<file path="config.mk">
export PLATFORM = sky130hd
export DESIGN_NAME = frame_decoder
export DESIGN_NICKNAME = d
export VERILOG_FILES = /design/src/render_pkg.sv /design/src/pixel_decoder.sv /design/src/sram_addr_encoder.sv /design/src/sram_data_decoder.sv /design/src/palette_regs.sv /design/src/color_decoder.sv /design/src/frame_decoder.sv
export SDC_FILE = /design/constraint.sdc
export NUM_CORES = 1
export LEC_CHECK = 0
export ABC_CLOCK_PERIOD_IN_PS = 6100
export BUFFER_PORTS_ARGS = -buffer_cell sky130_fd_sc_hd__buf_2
export CELL_PAD_IN_SITES_DETAIL_PLACEMENT = 0
export CELL_PAD_IN_SITES_GLOBAL_PLACEMENT = 1
export CORE_AREA = 2 2 426 259
export CTS_BUF_LIST = sky130_fd_sc_hd__clkbuf_4 sky130_fd_sc_hd__clkbuf_8 sky130_fd_sc_hd__clkbuf_16
export CTS_CLUSTER_SIZE = 8
export DETAILED_ROUTE_END_ITERATION = 16
export DIE_AREA = 0 0 428 261
export GPL_ROUTABILITY_DRIVEN = 1
export HOLD_SLACK_MARGIN = 0.05
export PLACE_DENSITY_LB_ADDON = 0.1
export SYNTH_ARGS = -nofsm -noshare
export SYNTH_HDL_FRONTEND = slang
export SYNTH_HIERARCHICAL = 1
export SYNTH_SLANG_ARGS = --single-unit
</file>
<file path="constraint.sdc">
create_clock -name i_clk -period 6.1 [get_ports i_clk]
set_input_delay 1.83 -clock i_clk [delete_from_list [all_inputs] [get_ports i_clk]]
set_output_delay 1.83 -clock i_clk [all_outputs]
set_load 0.02 [all_outputs]
</file>
<file path="src/render_pkg.sv">
package render_pkg;

    // scan and sprite geometry
    localparam int MAP_H_WIDTH     = 10;
    localparam int MAP_V_WIDTH     = 10;
    localparam int PIX_INDEX_WIDTH = MAP_H_WIDTH + MAP_V_WIDTH;

    localparam int PLAYER_SIZE       = 16;
    localparam int BULLET_SIZE       = 4;
    localparam int PLAYER_MASK_WIDTH = PLAYER_SIZE * PLAYER_SIZE;
    localparam int BULLET_MASK_WIDTH = BULLET_SIZE * BULLET_SIZE;

    // map kept at 1/8 resolution, 80 x 60 tiles
    localparam int MAP_TILE_SHIFT = 3;
    localparam int MAP_TILES_H    = 80;

    localparam int SRAM_DATA_WIDTH = 16;
    localparam int SRAM_ADDR_WIDTH = 20;

    localparam int COLOR_WIDTH   = 4;
    localparam int RGB_WIDTH     = 24;
    localparam int PALETTE_DEPTH = 1 << COLOR_WIDTH;

    // four colour indices per sram word
    localparam int PIX_PER_WORD_SHIFT = $clog2(SRAM_DATA_WIDTH / COLOR_WIDTH);

    // five objects, so three bits
    typedef enum logic [2:0] {
        OBJ_MAP     = 3'd0,
        OBJ_PLAYER1 = 3'd1,
        OBJ_PLAYER2 = 3'd2,
        OBJ_BULLET1 = 3'd3,
        OBJ_BULLET2 = 3'd4
    } object_id_e;

    // word bases of each sprite
    localparam logic [SRAM_ADDR_WIDTH-1:0] MAP_BASE     = 20'h01000; // 1200 words
    localparam logic [SRAM_ADDR_WIDTH-1:0] PLAYER1_BASE = 20'h02000; // 64 words each
    localparam logic [SRAM_ADDR_WIDTH-1:0] PLAYER2_BASE = 20'h02040;
    localparam logic [SRAM_ADDR_WIDTH-1:0] BULLET1_BASE = 20'h02080; // 4 words each
    localparam logic [SRAM_ADDR_WIDTH-1:0] BULLET2_BASE = 20'h02084;

endpackage

</file>
<file path="src/pixel_decoder.sv">
`timescale 1ns/100ps

module pixel_decoder (
    input  logic signed [render_pkg::MAP_H_WIDTH-1:0]       i_player1_x,
    input  logic signed [render_pkg::MAP_V_WIDTH-1:0]       i_player1_y,
    input  logic [render_pkg::PLAYER_MASK_WIDTH-1:0]        i_player1_opacity_mask,
    input  logic signed [render_pkg::MAP_H_WIDTH-1:0]       i_player2_x,
    input  logic signed [render_pkg::MAP_V_WIDTH-1:0]       i_player2_y,
    input  logic [render_pkg::PLAYER_MASK_WIDTH-1:0]        i_player2_opacity_mask,
    input  logic signed [render_pkg::MAP_H_WIDTH-1:0]       i_bullet1_x,
    input  logic signed [render_pkg::MAP_V_WIDTH-1:0]       i_bullet1_y,
    input  logic                                            i_bullet1_valid,
    input  logic [render_pkg::BULLET_MASK_WIDTH-1:0]        i_bullet1_opacity_mask,
    input  logic signed [render_pkg::MAP_H_WIDTH-1:0]       i_bullet2_x,
    input  logic signed [render_pkg::MAP_V_WIDTH-1:0]       i_bullet2_y,
    input  logic                                            i_bullet2_valid,
    input  logic [render_pkg::BULLET_MASK_WIDTH-1:0]        i_bullet2_opacity_mask,
    input  logic [render_pkg::MAP_H_WIDTH-1:0]              i_vga_h,
    input  logic [render_pkg::MAP_V_WIDTH-1:0]              i_vga_v,
    input  logic                                            i_is_gaming,
    output render_pkg::object_id_e                          o_object_id,
    output logic [render_pkg::PIX_INDEX_WIDTH-1:0]          o_pixel_index
);
    import render_pkg::*;

    // two spare bits so scan minus signed position never wraps
    localparam int DW = ((MAP_H_WIDTH > MAP_V_WIDTH) ? MAP_H_WIDTH : MAP_V_WIDTH) + 2;
    localparam int MASK_IDX_W = $clog2(PLAYER_MASK_WIDTH);

    logic signed [DW-1:0]       h_ext;
    logic signed [DW-1:0]       v_ext;
    logic [PIX_INDEX_WIDTH-1:0] map_index;
    logic [PIX_INDEX_WIDTH-1:0] p1_off, p2_off, b1_off, b2_off;
    logic                       p1_hit, p2_hit, b1_hit, b2_hit;

    // square sprite test with offset row * size + col
    function automatic logic sprite_hit(
        input  logic signed [DW-1:0]       dx,
        input  logic signed [DW-1:0]       dy,
        input  int                         size,
        input  logic [PLAYER_MASK_WIDTH-1:0] mask,
        output logic [PIX_INDEX_WIDTH-1:0] offset
    );
        logic in_box;
        in_box = (dx >= 0) && (dy >= 0) && (dx < DW'(size)) && (dy < DW'(size));
        offset = PIX_INDEX_WIDTH'(dy * size + dx);
        return in_box && mask[offset[MASK_IDX_W-1:0]];
    endfunction

    assign h_ext = DW'(i_vga_h);
    assign v_ext = DW'(i_vga_v);

    assign map_index = PIX_INDEX_WIDTH'((i_vga_v >> MAP_TILE_SHIFT) * MAP_TILES_H)
                     + PIX_INDEX_WIDTH'(i_vga_h >> MAP_TILE_SHIFT);

    always_comb begin
        p1_hit = sprite_hit(h_ext - DW'(i_player1_x), v_ext - DW'(i_player1_y),
                            PLAYER_SIZE, i_player1_opacity_mask, p1_off);
        p2_hit = sprite_hit(h_ext - DW'(i_player2_x), v_ext - DW'(i_player2_y),
                            PLAYER_SIZE, i_player2_opacity_mask, p2_off);
        b1_hit = sprite_hit(h_ext - DW'(i_bullet1_x), v_ext - DW'(i_bullet1_y),
                            BULLET_SIZE, PLAYER_MASK_WIDTH'(i_bullet1_opacity_mask), b1_off);
        b2_hit = sprite_hit(h_ext - DW'(i_bullet2_x), v_ext - DW'(i_bullet2_y),
                            BULLET_SIZE, PLAYER_MASK_WIDTH'(i_bullet2_opacity_mask), b2_off);

        o_object_id   = OBJ_MAP; // map fallback also when not gaming
        o_pixel_index = map_index;
        if (i_is_gaming) begin
            if (i_bullet1_valid && b1_hit) begin
                o_object_id   = OBJ_BULLET1;
                o_pixel_index = b1_off;
            end else if (i_bullet2_valid && b2_hit) begin
                o_object_id   = OBJ_BULLET2;
                o_pixel_index = b2_off;
            end else if (p1_hit) begin
                o_object_id   = OBJ_PLAYER1;
                o_pixel_index = p1_off;
            end else if (p2_hit) begin
                o_object_id   = OBJ_PLAYER2;
                o_pixel_index = p2_off;
            end
        end
    end

endmodule

</file>
<file path="src/sram_addr_encoder.sv">
`timescale 1ns/100ps

module sram_addr_encoder (
    input  logic                                    i_clk,
    input  logic                                    i_rst_n,
    input  render_pkg::object_id_e                  i_object_id,
    input  logic [render_pkg::PIX_INDEX_WIDTH-1:0]  i_pixel_index,
    output logic [render_pkg::SRAM_ADDR_WIDTH-1:0]  o_sram_addr
);
    import render_pkg::*;

    logic [SRAM_ADDR_WIDTH-1:0] base;
    logic [SRAM_ADDR_WIDTH-1:0] next_addr;

    always_comb begin
        case (i_object_id)
            OBJ_PLAYER1: base = PLAYER1_BASE;
            OBJ_PLAYER2: base = PLAYER2_BASE;
            OBJ_BULLET1: base = BULLET1_BASE;
            OBJ_BULLET2: base = BULLET2_BASE;
            default:     base = MAP_BASE;
        endcase
    end

    // word offset, several pixels share a word
    assign next_addr = base + SRAM_ADDR_WIDTH'(i_pixel_index >> PIX_PER_WORD_SHIFT);

    // stage 1 of the address path
    always_ff @(posedge i_clk or negedge i_rst_n) begin
        if (!i_rst_n) begin
            o_sram_addr <= MAP_BASE;
        end else begin
            o_sram_addr <= next_addr;
        end
    end

endmodule

</file>
<file path="src/sram_data_decoder.sv">
`timescale 1ns/100ps

module sram_data_decoder (
    input  logic [render_pkg::PIX_INDEX_WIDTH-1:0]  i_pixel_index,  // stage 2
    input  logic [render_pkg::SRAM_DATA_WIDTH-1:0]  i_sram_data,
    output logic [render_pkg::COLOR_WIDTH-1:0]      o_color_index
);
    import render_pkg::*;

    logic [PIX_PER_WORD_SHIFT-1:0] nibble_sel;

    // nibble 0 sits in the low bits
    assign nibble_sel = i_pixel_index[PIX_PER_WORD_SHIFT-1:0];

    always_comb begin
        o_color_index = '0;
        for (int i = 0; i < (1 << PIX_PER_WORD_SHIFT); i++) begin
            if (nibble_sel == PIX_PER_WORD_SHIFT'(i)) begin
                o_color_index = i_sram_data[i*COLOR_WIDTH +: COLOR_WIDTH];
            end
        end
    end

endmodule

</file>
<file path="src/palette_regs.sv">
`timescale 1ns/100ps

module palette_regs (
    input  logic                                i_clk,
    input  logic                                i_rst_n,
    input  logic                                i_pal_we,
    input  logic [render_pkg::COLOR_WIDTH-1:0]  i_pal_addr,
    input  logic [render_pkg::RGB_WIDTH-1:0]    i_pal_data,
    input  logic [render_pkg::COLOR_WIDTH-1:0]  i_rd_index,
    output logic [render_pkg::RGB_WIDTH-1:0]    o_rd_rgb
);
    import render_pkg::*;

    logic [RGB_WIDTH-1:0] entries [PALETTE_DEPTH];

    always_ff @(posedge i_clk or negedge i_rst_n) begin
        if (!i_rst_n) begin
            for (int i = 0; i < PALETTE_DEPTH; i++) begin
                entries[i] <= '0;
            end
        end else if (i_pal_we) begin
            entries[i_pal_addr] <= i_pal_data;
        end
    end

    // read is combinational, new value visible right after the write edge
    assign o_rd_rgb = entries[i_rd_index];

endmodule

</file>
<file path="src/color_decoder.sv">
`timescale 1ns/100ps

module color_decoder #(
    parameter logic [render_pkg::RGB_WIDTH-1:0] SHIELD_TINT = 24'h0000FF
) (
    input  logic                                i_clk,
    input  logic                                i_rst_n,
    input  logic                                i_pal_we,
    input  logic [render_pkg::COLOR_WIDTH-1:0]  i_pal_addr,
    input  logic [render_pkg::RGB_WIDTH-1:0]    i_pal_data,
    input  render_pkg::object_id_e              i_object_id,    // stage 2
    input  logic                                i_shield,       // stage 2
    input  logic [render_pkg::COLOR_WIDTH-1:0]  i_color_index,
    output logic [render_pkg::RGB_WIDTH-1:0]    o_rgb
);
    import render_pkg::*;

    logic [RGB_WIDTH-1:0] pal_rgb;
    logic                 is_player;

    palette_regs u_palette_regs (
        .i_clk      (i_clk),
        .i_rst_n    (i_rst_n),
        .i_pal_we   (i_pal_we),
        .i_pal_addr (i_pal_addr),
        .i_pal_data (i_pal_data),
        .i_rd_index (i_color_index),
        .o_rd_rgb   (pal_rgb)
    );

    assign is_player = (i_object_id == OBJ_PLAYER1) || (i_object_id == OBJ_PLAYER2);

    // tint only players, a bullet on top keeps its own colour
    assign o_rgb = (is_player && i_shield) ? (pal_rgb | SHIELD_TINT) : pal_rgb;

endmodule

</file>
<file path="src/frame_decoder.sv">
`timescale 1ns/100ps

module frame_decoder #(
    parameter logic [render_pkg::RGB_WIDTH-1:0] SHIELD_TINT = 24'h0000FF
) (
    input  logic                                            i_clk,
    input  logic                                            i_rst_n,
    input  logic signed [render_pkg::MAP_H_WIDTH-1:0]       i_player1_x,
    input  logic signed [render_pkg::MAP_V_WIDTH-1:0]       i_player1_y,
    input  logic                                            i_player1_shield,
    input  logic [render_pkg::PLAYER_MASK_WIDTH-1:0]        i_player1_opacity_mask,
    input  logic signed [render_pkg::MAP_H_WIDTH-1:0]       i_player2_x,
    input  logic signed [render_pkg::MAP_V_WIDTH-1:0]       i_player2_y,
    input  logic                                            i_player2_shield,
    input  logic [render_pkg::PLAYER_MASK_WIDTH-1:0]        i_player2_opacity_mask,
    input  logic signed [render_pkg::MAP_H_WIDTH-1:0]       i_bullet1_x,
    input  logic signed [render_pkg::MAP_V_WIDTH-1:0]       i_bullet1_y,
    input  logic                                            i_bullet1_valid,
    input  logic [render_pkg::BULLET_MASK_WIDTH-1:0]        i_bullet1_opacity_mask,
    input  logic signed [render_pkg::MAP_H_WIDTH-1:0]       i_bullet2_x,
    input  logic signed [render_pkg::MAP_V_WIDTH-1:0]       i_bullet2_y,
    input  logic                                            i_bullet2_valid,
    input  logic [render_pkg::BULLET_MASK_WIDTH-1:0]        i_bullet2_opacity_mask,
    input  logic [render_pkg::MAP_H_WIDTH-1:0]              i_vga_h,
    input  logic [render_pkg::MAP_V_WIDTH-1:0]              i_vga_v,
    input  logic                                            i_is_gaming,
    output logic [render_pkg::SRAM_ADDR_WIDTH-1:0]          o_sram_addr,
    input  logic [render_pkg::SRAM_DATA_WIDTH-1:0]          i_sram_data,
    input  logic                                            i_pal_we,
    input  logic [render_pkg::COLOR_WIDTH-1:0]              i_pal_addr,
    input  logic [render_pkg::RGB_WIDTH-1:0]                i_pal_data,
    output logic [render_pkg::RGB_WIDTH-1:0]                o_rgb
);
    import render_pkg::*;

    object_id_e                 object_id_s0, object_id_s1, object_id_s2;
    logic [PIX_INDEX_WIDTH-1:0] pixel_index_s0, pixel_index_s1, pixel_index_s2;
    logic                       shield_s0, shield_s1, shield_s2;
    logic [COLOR_WIDTH-1:0]     color_index;

    pixel_decoder u_pixel_decoder (
        .i_player1_x            (i_player1_x),
        .i_player1_y            (i_player1_y),
        .i_player1_opacity_mask (i_player1_opacity_mask),
        .i_player2_x            (i_player2_x),
        .i_player2_y            (i_player2_y),
        .i_player2_opacity_mask (i_player2_opacity_mask),
        .i_bullet1_x            (i_bullet1_x),
        .i_bullet1_y            (i_bullet1_y),
        .i_bullet1_valid        (i_bullet1_valid),
        .i_bullet1_opacity_mask (i_bullet1_opacity_mask),
        .i_bullet2_x            (i_bullet2_x),
        .i_bullet2_y            (i_bullet2_y),
        .i_bullet2_valid        (i_bullet2_valid),
        .i_bullet2_opacity_mask (i_bullet2_opacity_mask),
        .i_vga_h                (i_vga_h),
        .i_vga_v                (i_vga_v),
        .i_is_gaming            (i_is_gaming),
        .o_object_id            (object_id_s0),
        .o_pixel_index          (pixel_index_s0)
    );

    sram_addr_encoder u_sram_addr_encoder (
        .i_clk         (i_clk),
        .i_rst_n       (i_rst_n),
        .i_object_id   (object_id_s0),
        .i_pixel_index (pixel_index_s0),
        .o_sram_addr   (o_sram_addr)
    );

    sram_data_decoder u_sram_data_decoder (
        .i_pixel_index (pixel_index_s2),
        .i_sram_data   (i_sram_data),
        .o_color_index (color_index)
    );

    color_decoder #(
        .SHIELD_TINT (SHIELD_TINT)
    ) u_color_decoder (
        .i_clk         (i_clk),
        .i_rst_n       (i_rst_n),
        .i_pal_we      (i_pal_we),
        .i_pal_addr    (i_pal_addr),
        .i_pal_data    (i_pal_data),
        .i_object_id   (object_id_s2),
        .i_shield      (shield_s2),
        .i_color_index (color_index),
        .o_rgb         (o_rgb)
    );

    // shield of whichever player won this pixel
    always_comb begin
        case (object_id_s0)
            OBJ_PLAYER1: shield_s0 = i_player1_shield;
            OBJ_PLAYER2: shield_s0 = i_player2_shield;
            default:     shield_s0 = 1'b0;
        endcase
    end

    // s1 runs beside the sram address, s2 beside the returned word
    always_ff @(posedge i_clk or negedge i_rst_n) begin
        if (!i_rst_n) begin
            object_id_s1   <= OBJ_MAP;
            object_id_s2   <= OBJ_MAP;
            pixel_index_s1 <= '0;
            pixel_index_s2 <= '0;
            shield_s1      <= 1'b0;
            shield_s2      <= 1'b0;
        end else begin
            object_id_s1   <= object_id_s0;
            object_id_s2   <= object_id_s1;
            pixel_index_s1 <= pixel_index_s0;
            pixel_index_s2 <= pixel_index_s1;
            shield_s1      <= shield_s0;
            shield_s2      <= shield_s1;
        end
    end

endmodule

</file>
[Word-level counts from Yosys, hierarchy flattened]
Cells that the tools add are included.
Word-level totals
  register bits: 416
  output and inout port bits: 44
  bits of input ports: 696
  word-level logic and storage cells: 125
Operators by class
  reductions and logical operators: 22
  order comparisons: 23
  add/sub/neg operators: 14
  mux-type cells: 31
  $mul: 1
  bitwise logic cells: 2
  eq/ne operators: 9
Operators with widths (count)
  384-bit bitwise mux: 1
  20-bit 2-to-1 mux: 5
  24-bit binary-select mux with 4-bit select: 1
  24-bit demux with 4-bit select: 1
  12-bit by 1-bit >= comparator with 1-bit output, second input constant: 8
  11-bit by 10-bit subtractor with 12-bit output: 8
  24-bit 2-to-1 mux: 3
  14-bit one-hot mux with 4 select lines: 1
  12-bit by 4-bit < comparator with 1-bit output, second input constant: 4
  12-bit by 6-bit < comparator with 1-bit output, second input constant: 4
  8-bit by 9-bit < comparator with 1-bit output, second input constant: 4
  16-bit by 12-bit adder with 17-bit output: 2
  1-bit binary-select mux with 8-bit select: 4
  14-bit by 12-bit adder with 15-bit output: 2
  20-bit by 7-bit adder with 20-bit output: 1
  1-bit logical AND: 20
  14-bit by 18-bit adder with 19-bit output: 1
  4-bit 2-to-1 mux: 4
  3-bit 2-to-1 mux: 4
  5-bit >= comparator, second input constant: 2
  7-bit by 3-bit multiplier with 10-bit output, second input constant: 1
  4-bit inverter with 5-bit output: 2
  3-bit by 2-bit equality test with 1-bit output, second input constant: 3
  8-bit 2-to-1 mux: 1
  10 further kinds: 15

[Depth between registers and ports, before layout]
  depth in word-level cells: 14
  depth in mapped cells: 28

[Hierarchy]
The synthesis kept the hierarchy.
Modules (own cells, without submodules)
  palette_regs: seq. area each 9609.2 um^2, cells an instance 1060, times used 1, area an instance 17289.1 um^2
  pixel_decoder: seq. area each 0.0 um^2, cells an instance 1489, times used 1, area an instance 12518.3 um^2
  frame_decoder: seq. area each 1201.2 um^2, cells an instance 51, times used 1, area an instance 1221.2 um^2
  sram_addr_encoder: seq. area each 476.7 um^2, cells an instance 89, times used 1, area an instance 953.4 um^2
  sram_data_decoder: seq. area each 0.0 um^2, cells an instance 4, times used 1, area an instance 105.1 um^2
  color_decoder: seq. area each 0.0 um^2, cells an instance 11, times used 1, area an instance 86.3 um^2

[Worst setup path before layout]
No wires, ideal clock.
  path type: input port to flip-flop
  start: input i_vga_h[0] in the netlist's numbering
  end: register u_sram_addr_encoder/o_sram_addr[14] in the netlist's numbering
  stages on the path: 27
  path slack: -1148 ps
  data required time: 5953 ps
  data arrival time: 7101 ps
  cell sequence: inv_1 ha_1 fa_1 nor2b_1 o21a_1 nor2_1 xnor2_1 ha_1 fa_1 xor2_1 clkbuf_1 a41oi_1 a22oi_1 o2111ai_1 nand4_1 nor4_2 buf_4 a21oi_1 nor2_1 nor2_1 and2_1 o21bai_1 ha_1 a21oi_1 o21a_1 o21ai_2 xor2_1
RTL lines
  start, declared: line frame_decoder.sv:24  | input logic [render_pkg::MAP_H_WIDTH-1:0] i_vga_h,
  branches (longest 8 deep; another with 16-bit by 12-bit adder with 17-bit output)
  3-bit 2-to-1 mux (*): line pixel_decoder.sv:69  | if (i_bullet1_valid && b1_hit) begin
  3-bit 2-to-1 mux (*): line pixel_decoder.sv:68  | if (i_is_gaming) begin
  named net object_id_s0[0]: line frame_decoder.sv:36  | object_id_e object_id_s0, object_id_s1, object_id_s2;
  3-bit equality test (tied with other cells): line sram_addr_encoder.sv:16  | case (i_object_id)
  14-bit one-hot mux with 4 select lines (*): line sram_addr_encoder.sv:16
  14-bit by 18-bit adder with 19-bit output (*): line sram_addr_encoder.sv:26  | assign next_addr = base + SRAM_ADDR_WIDTH'(i_pixel_index >> PIX_PER_WORD_SHIFT);
  named net u_sram_addr_encoder.next_addr[14]: line sram_addr_encoder.sv:13  | logic [SRAM_ADDR_WIDTH-1:0] next_addr;
  end signal, assigned: line sram_addr_encoder.sv:33  | o_sram_addr <= next_addr;
  end, declared: line sram_addr_encoder.sv:8  | output logic [render_pkg::SRAM_ADDR_WIDTH-1:0] o_sram_addr
Mark *: on every way through the listed nets, which the timed path passes. The select of a mux whose other input is x is not followed.
A chain may end at the register's enable or synchronous reset.

[Worst setup path in the final report]
  start: input i_vga_h[0] in the netlist's numbering
  end: register u_sram_addr_encoder/o_sram_addr[11] in the netlist's numbering
Between the ends
  cells in the longest elaborated chain, start to end: 14
RTL lines (line)
  branches (longest 9 deep; another with 16-bit by 12-bit adder with 17-bit output)
  3-bit 2-to-1 mux (*): pixel_decoder.sv:69
  3-bit 2-to-1 mux (*): pixel_decoder.sv:68
  named net object_id_s0[1]: frame_decoder.sv:36
  3-bit equality test (tied with other cells): sram_addr_encoder.sv:16
  14-bit one-hot mux with 4 select lines (*): sram_addr_encoder.sv:16
  14-bit by 18-bit adder with 19-bit output (*): sram_addr_encoder.sv:26
  named net u_sram_addr_encoder.next_addr[11]: sram_addr_encoder.sv:13
Marks and branches as above.

==> results.yml <==
outcome:
  outcome: "complete, but fails checks"
  failed_checks: "setup timing"
timing:
  fin_skew_ns: 0.0260
  setup_slack_ns: -0.577
  finalHoldViolCount: 0
  worst_pin_slew_ns: 1.19
  report.final.slew_viol_count: 0
  rsz0062_at_grt: "true"
  max_slew_margin_pct: 20.8
  max_freq_ghz: 0.150
  post-route-min-period_ns: 6.68
  min_period_over_period_pct: 109
  setup_viol_count_final: 15
worst_setup_path:
  critPathMaxStageDelay_ns: 0.51
  r2r_cells: 1
  path_delay_family: "adder cells"
  ff2ff_setup_slack_ns: 5.31
  criticalPathCategory: "input port to flop"
  crit_path_start_kind: "input port"
  cp_num_cells: 29
  slowest_stage: "fa_4"
  crit_top_cell: "nor2_2"
  worstReg2RegEnd: "u_color_decoder/u_palette_regs/entries[189]"
  crit_required_ns: 6.62
  crit_buf_inv: 4
  cp_max_fo: 5
  worstSetupEndpointType: "flop"
  r2r-start: "u_color_decoder/u_palette_regs/entries[189]"
  critical_path_arrival_ns: 7.20
cts:
  cts_root_buffer: "clkbuf_16"
  cts.sinks: 415
  clk_pin_slew_ns: 0.05
  cts_tree: "yes"
  clk_latency_ns: 0.61
  cts_hold_buf: 0
  cts_buffers: 58
  clock_path_buffers: 3
  ctsHtreeMaxLevel: 2
placement:
  place_congestion: 0.919
  port_buffers: 738
  pre_cts_ws_ns: -1.59
  dp_hpwl_um: 115000
final_layout:
  drive_gt1_share_pct: 55.7
  fill_cells: 10500
  layout_common_cells: "buf_2 (732), buf_4 (528), dfrtp_1 (414), mux2_2 (369), mux4_2 (220)"
  final_core_util_pct: 40.0
  nets: 4736
  final_common_cell: "buf_2"
  area_growth_pct: 38.4
power_and_ir_drop:
  ir_worst_vdd_uv: 222
  switchingPower_mw: 4.57
  p_clk_share_pct: 23.7
  seqPwrFrac_pct: 28.6
  p_total_mw: 12.8
  internal_power_mw: 8.26
  pwr-share-comb_pct: 47.7
  switching_share_pct: 35.6
  total_leakage_power_nw: 20.0
  power.density_nw_per_um2: 296
floorplan:
  start_util_pct: 28.9
  core_um2: 108000
  die_area_um2: 112000
  die_y_um: 261
  fp.dieW_um: 428
  top_level_ports: 740
  row_count: 94
synthesis:
  syn-mean-instance-area_um2: 11.7
  synth_warnings: 6
  synth_cells: 2668
  synth_area_um2: 31300
  syn-num-nets: 3531
min_path:
  hold_path.class: "flop to flop"
  whs_path_depth: 0
  min_to: "object_id_s2[0]"
  min-delay-start: "object_id_s1[0]"
grt:
  use_met3_pct: 2.34
  use_met1_pct: 34.9
  overflow: 0
  grt_max_degree: 109
  grt_pass1_wl_um: 202000
  grt_pass1_vias: 29300
  antenna_found_initial: 34
  top_usage_layer: "met2"
  track_usage_pct: 24.5
  use_met2_pct: 40.9
route:
  vias_per_cell: 5.22
  wire_per_inst_um: 26.5
  vias: 27900
  drc: 0
  wirelength_um: 141000
  first_iter_violations: 1696
  firstDrtPassIters: 5
  drt.antenna.violating_nets: 0
run:
  maxCapViolCount: 0
## through the flow
step | area [um2] | hold slack, ns | setup TNS, ns | cells
after detailed placement | 40700 | 0.336 | -25.87 | 5236
after global routing | 43300 | 0.355 | -9.00 | 5334
final | 43300 | 0.343 | -6.55 | 5339
after global placement | 40700 | 0.337 | -24.32 | 5236
after CTS | 42800 | 0.348 | -5.14 | 5322
after floorplan | 31400 | 0.331 | -8.61 | 2668
## registers in the layout (all words and copies together), names as in the netlist
signal	flops
u_color_decoder/u_palette_regs/entries	384
u_sram_addr_encoder/o_sram_addr	19
object_id_s1	3
object_id_s2	3
pixel_index_s1	2
pixel_index_s2	2
shield_s1	1
shield_s2	1
## layout make-up
| class | instances | area (um2) | area share [%] |
|---|---|---|---|
| inverter | 147 | 568 | 1.31 |
| timing repair buffer | 1308 | 8430 | 19.5 |
| clock inverter | 4 | 106 | 0.246 |
| multi-input combinational | 1943 | 20400 | 47.1 |
| clock buffer | 72 | 1570 | 3.63 |
| sequential | 415 | 10400 | 24.0 |
| tap | 1440 | 1800 | 4.16 |
| antenna | 10 | 25.0 | 0.0578 |
## repair_timing
| item | 4_1_cts | 5_1_grt |
|---|---|---|
| setup endpoints to repair | 17 | 16 |
| buffers inserted | 10 | 9 |
| cloned | 1 | 0 |
| gates resized for setup | 77 | 76 |
| pin swaps | 41 | 45 |
## how the worst max path moves through the flow
stage	startpoint	end
5_1_grt	i_vga_h[0]	u_sram_addr_encoder/o_sram_addr[17]
6_report	i_vga_h[0]	u_sram_addr_encoder/o_sram_addr[11]
2_1_floorplan	i_vga_h[0]	u_sram_addr_encoder/o_sram_addr[11]
3_5_place_dp	i_vga_h[0]	u_sram_addr_encoder/o_sram_addr[14]
4_1_cts	i_vga_h[1]	u_sram_addr_encoder/o_sram_addr[14]
3_3_place_gp	i_vga_h[0]	u_sram_addr_encoder/o_sram_addr[14]
## power by group through the flow
stage                     Sequential, mW  Combinational [mW]  Clock (mW)
final                               3.67                6.11        3.04
after global routing                3.74                6.50        3.26
after CTS                           3.67                6.00        3.14
after detailed placement            3.71                5.82           0
after global placement              3.64                5.73           0
after floorplan                     3.61                3.16           0
## layer usage
layer	share of wire (%)	wire (um)
met5	0.0049	7
met2	48	67300
met3	4.0	5670
met4	1.8	2530
met1	47	66000
Power figures use the tool's default switching activity.
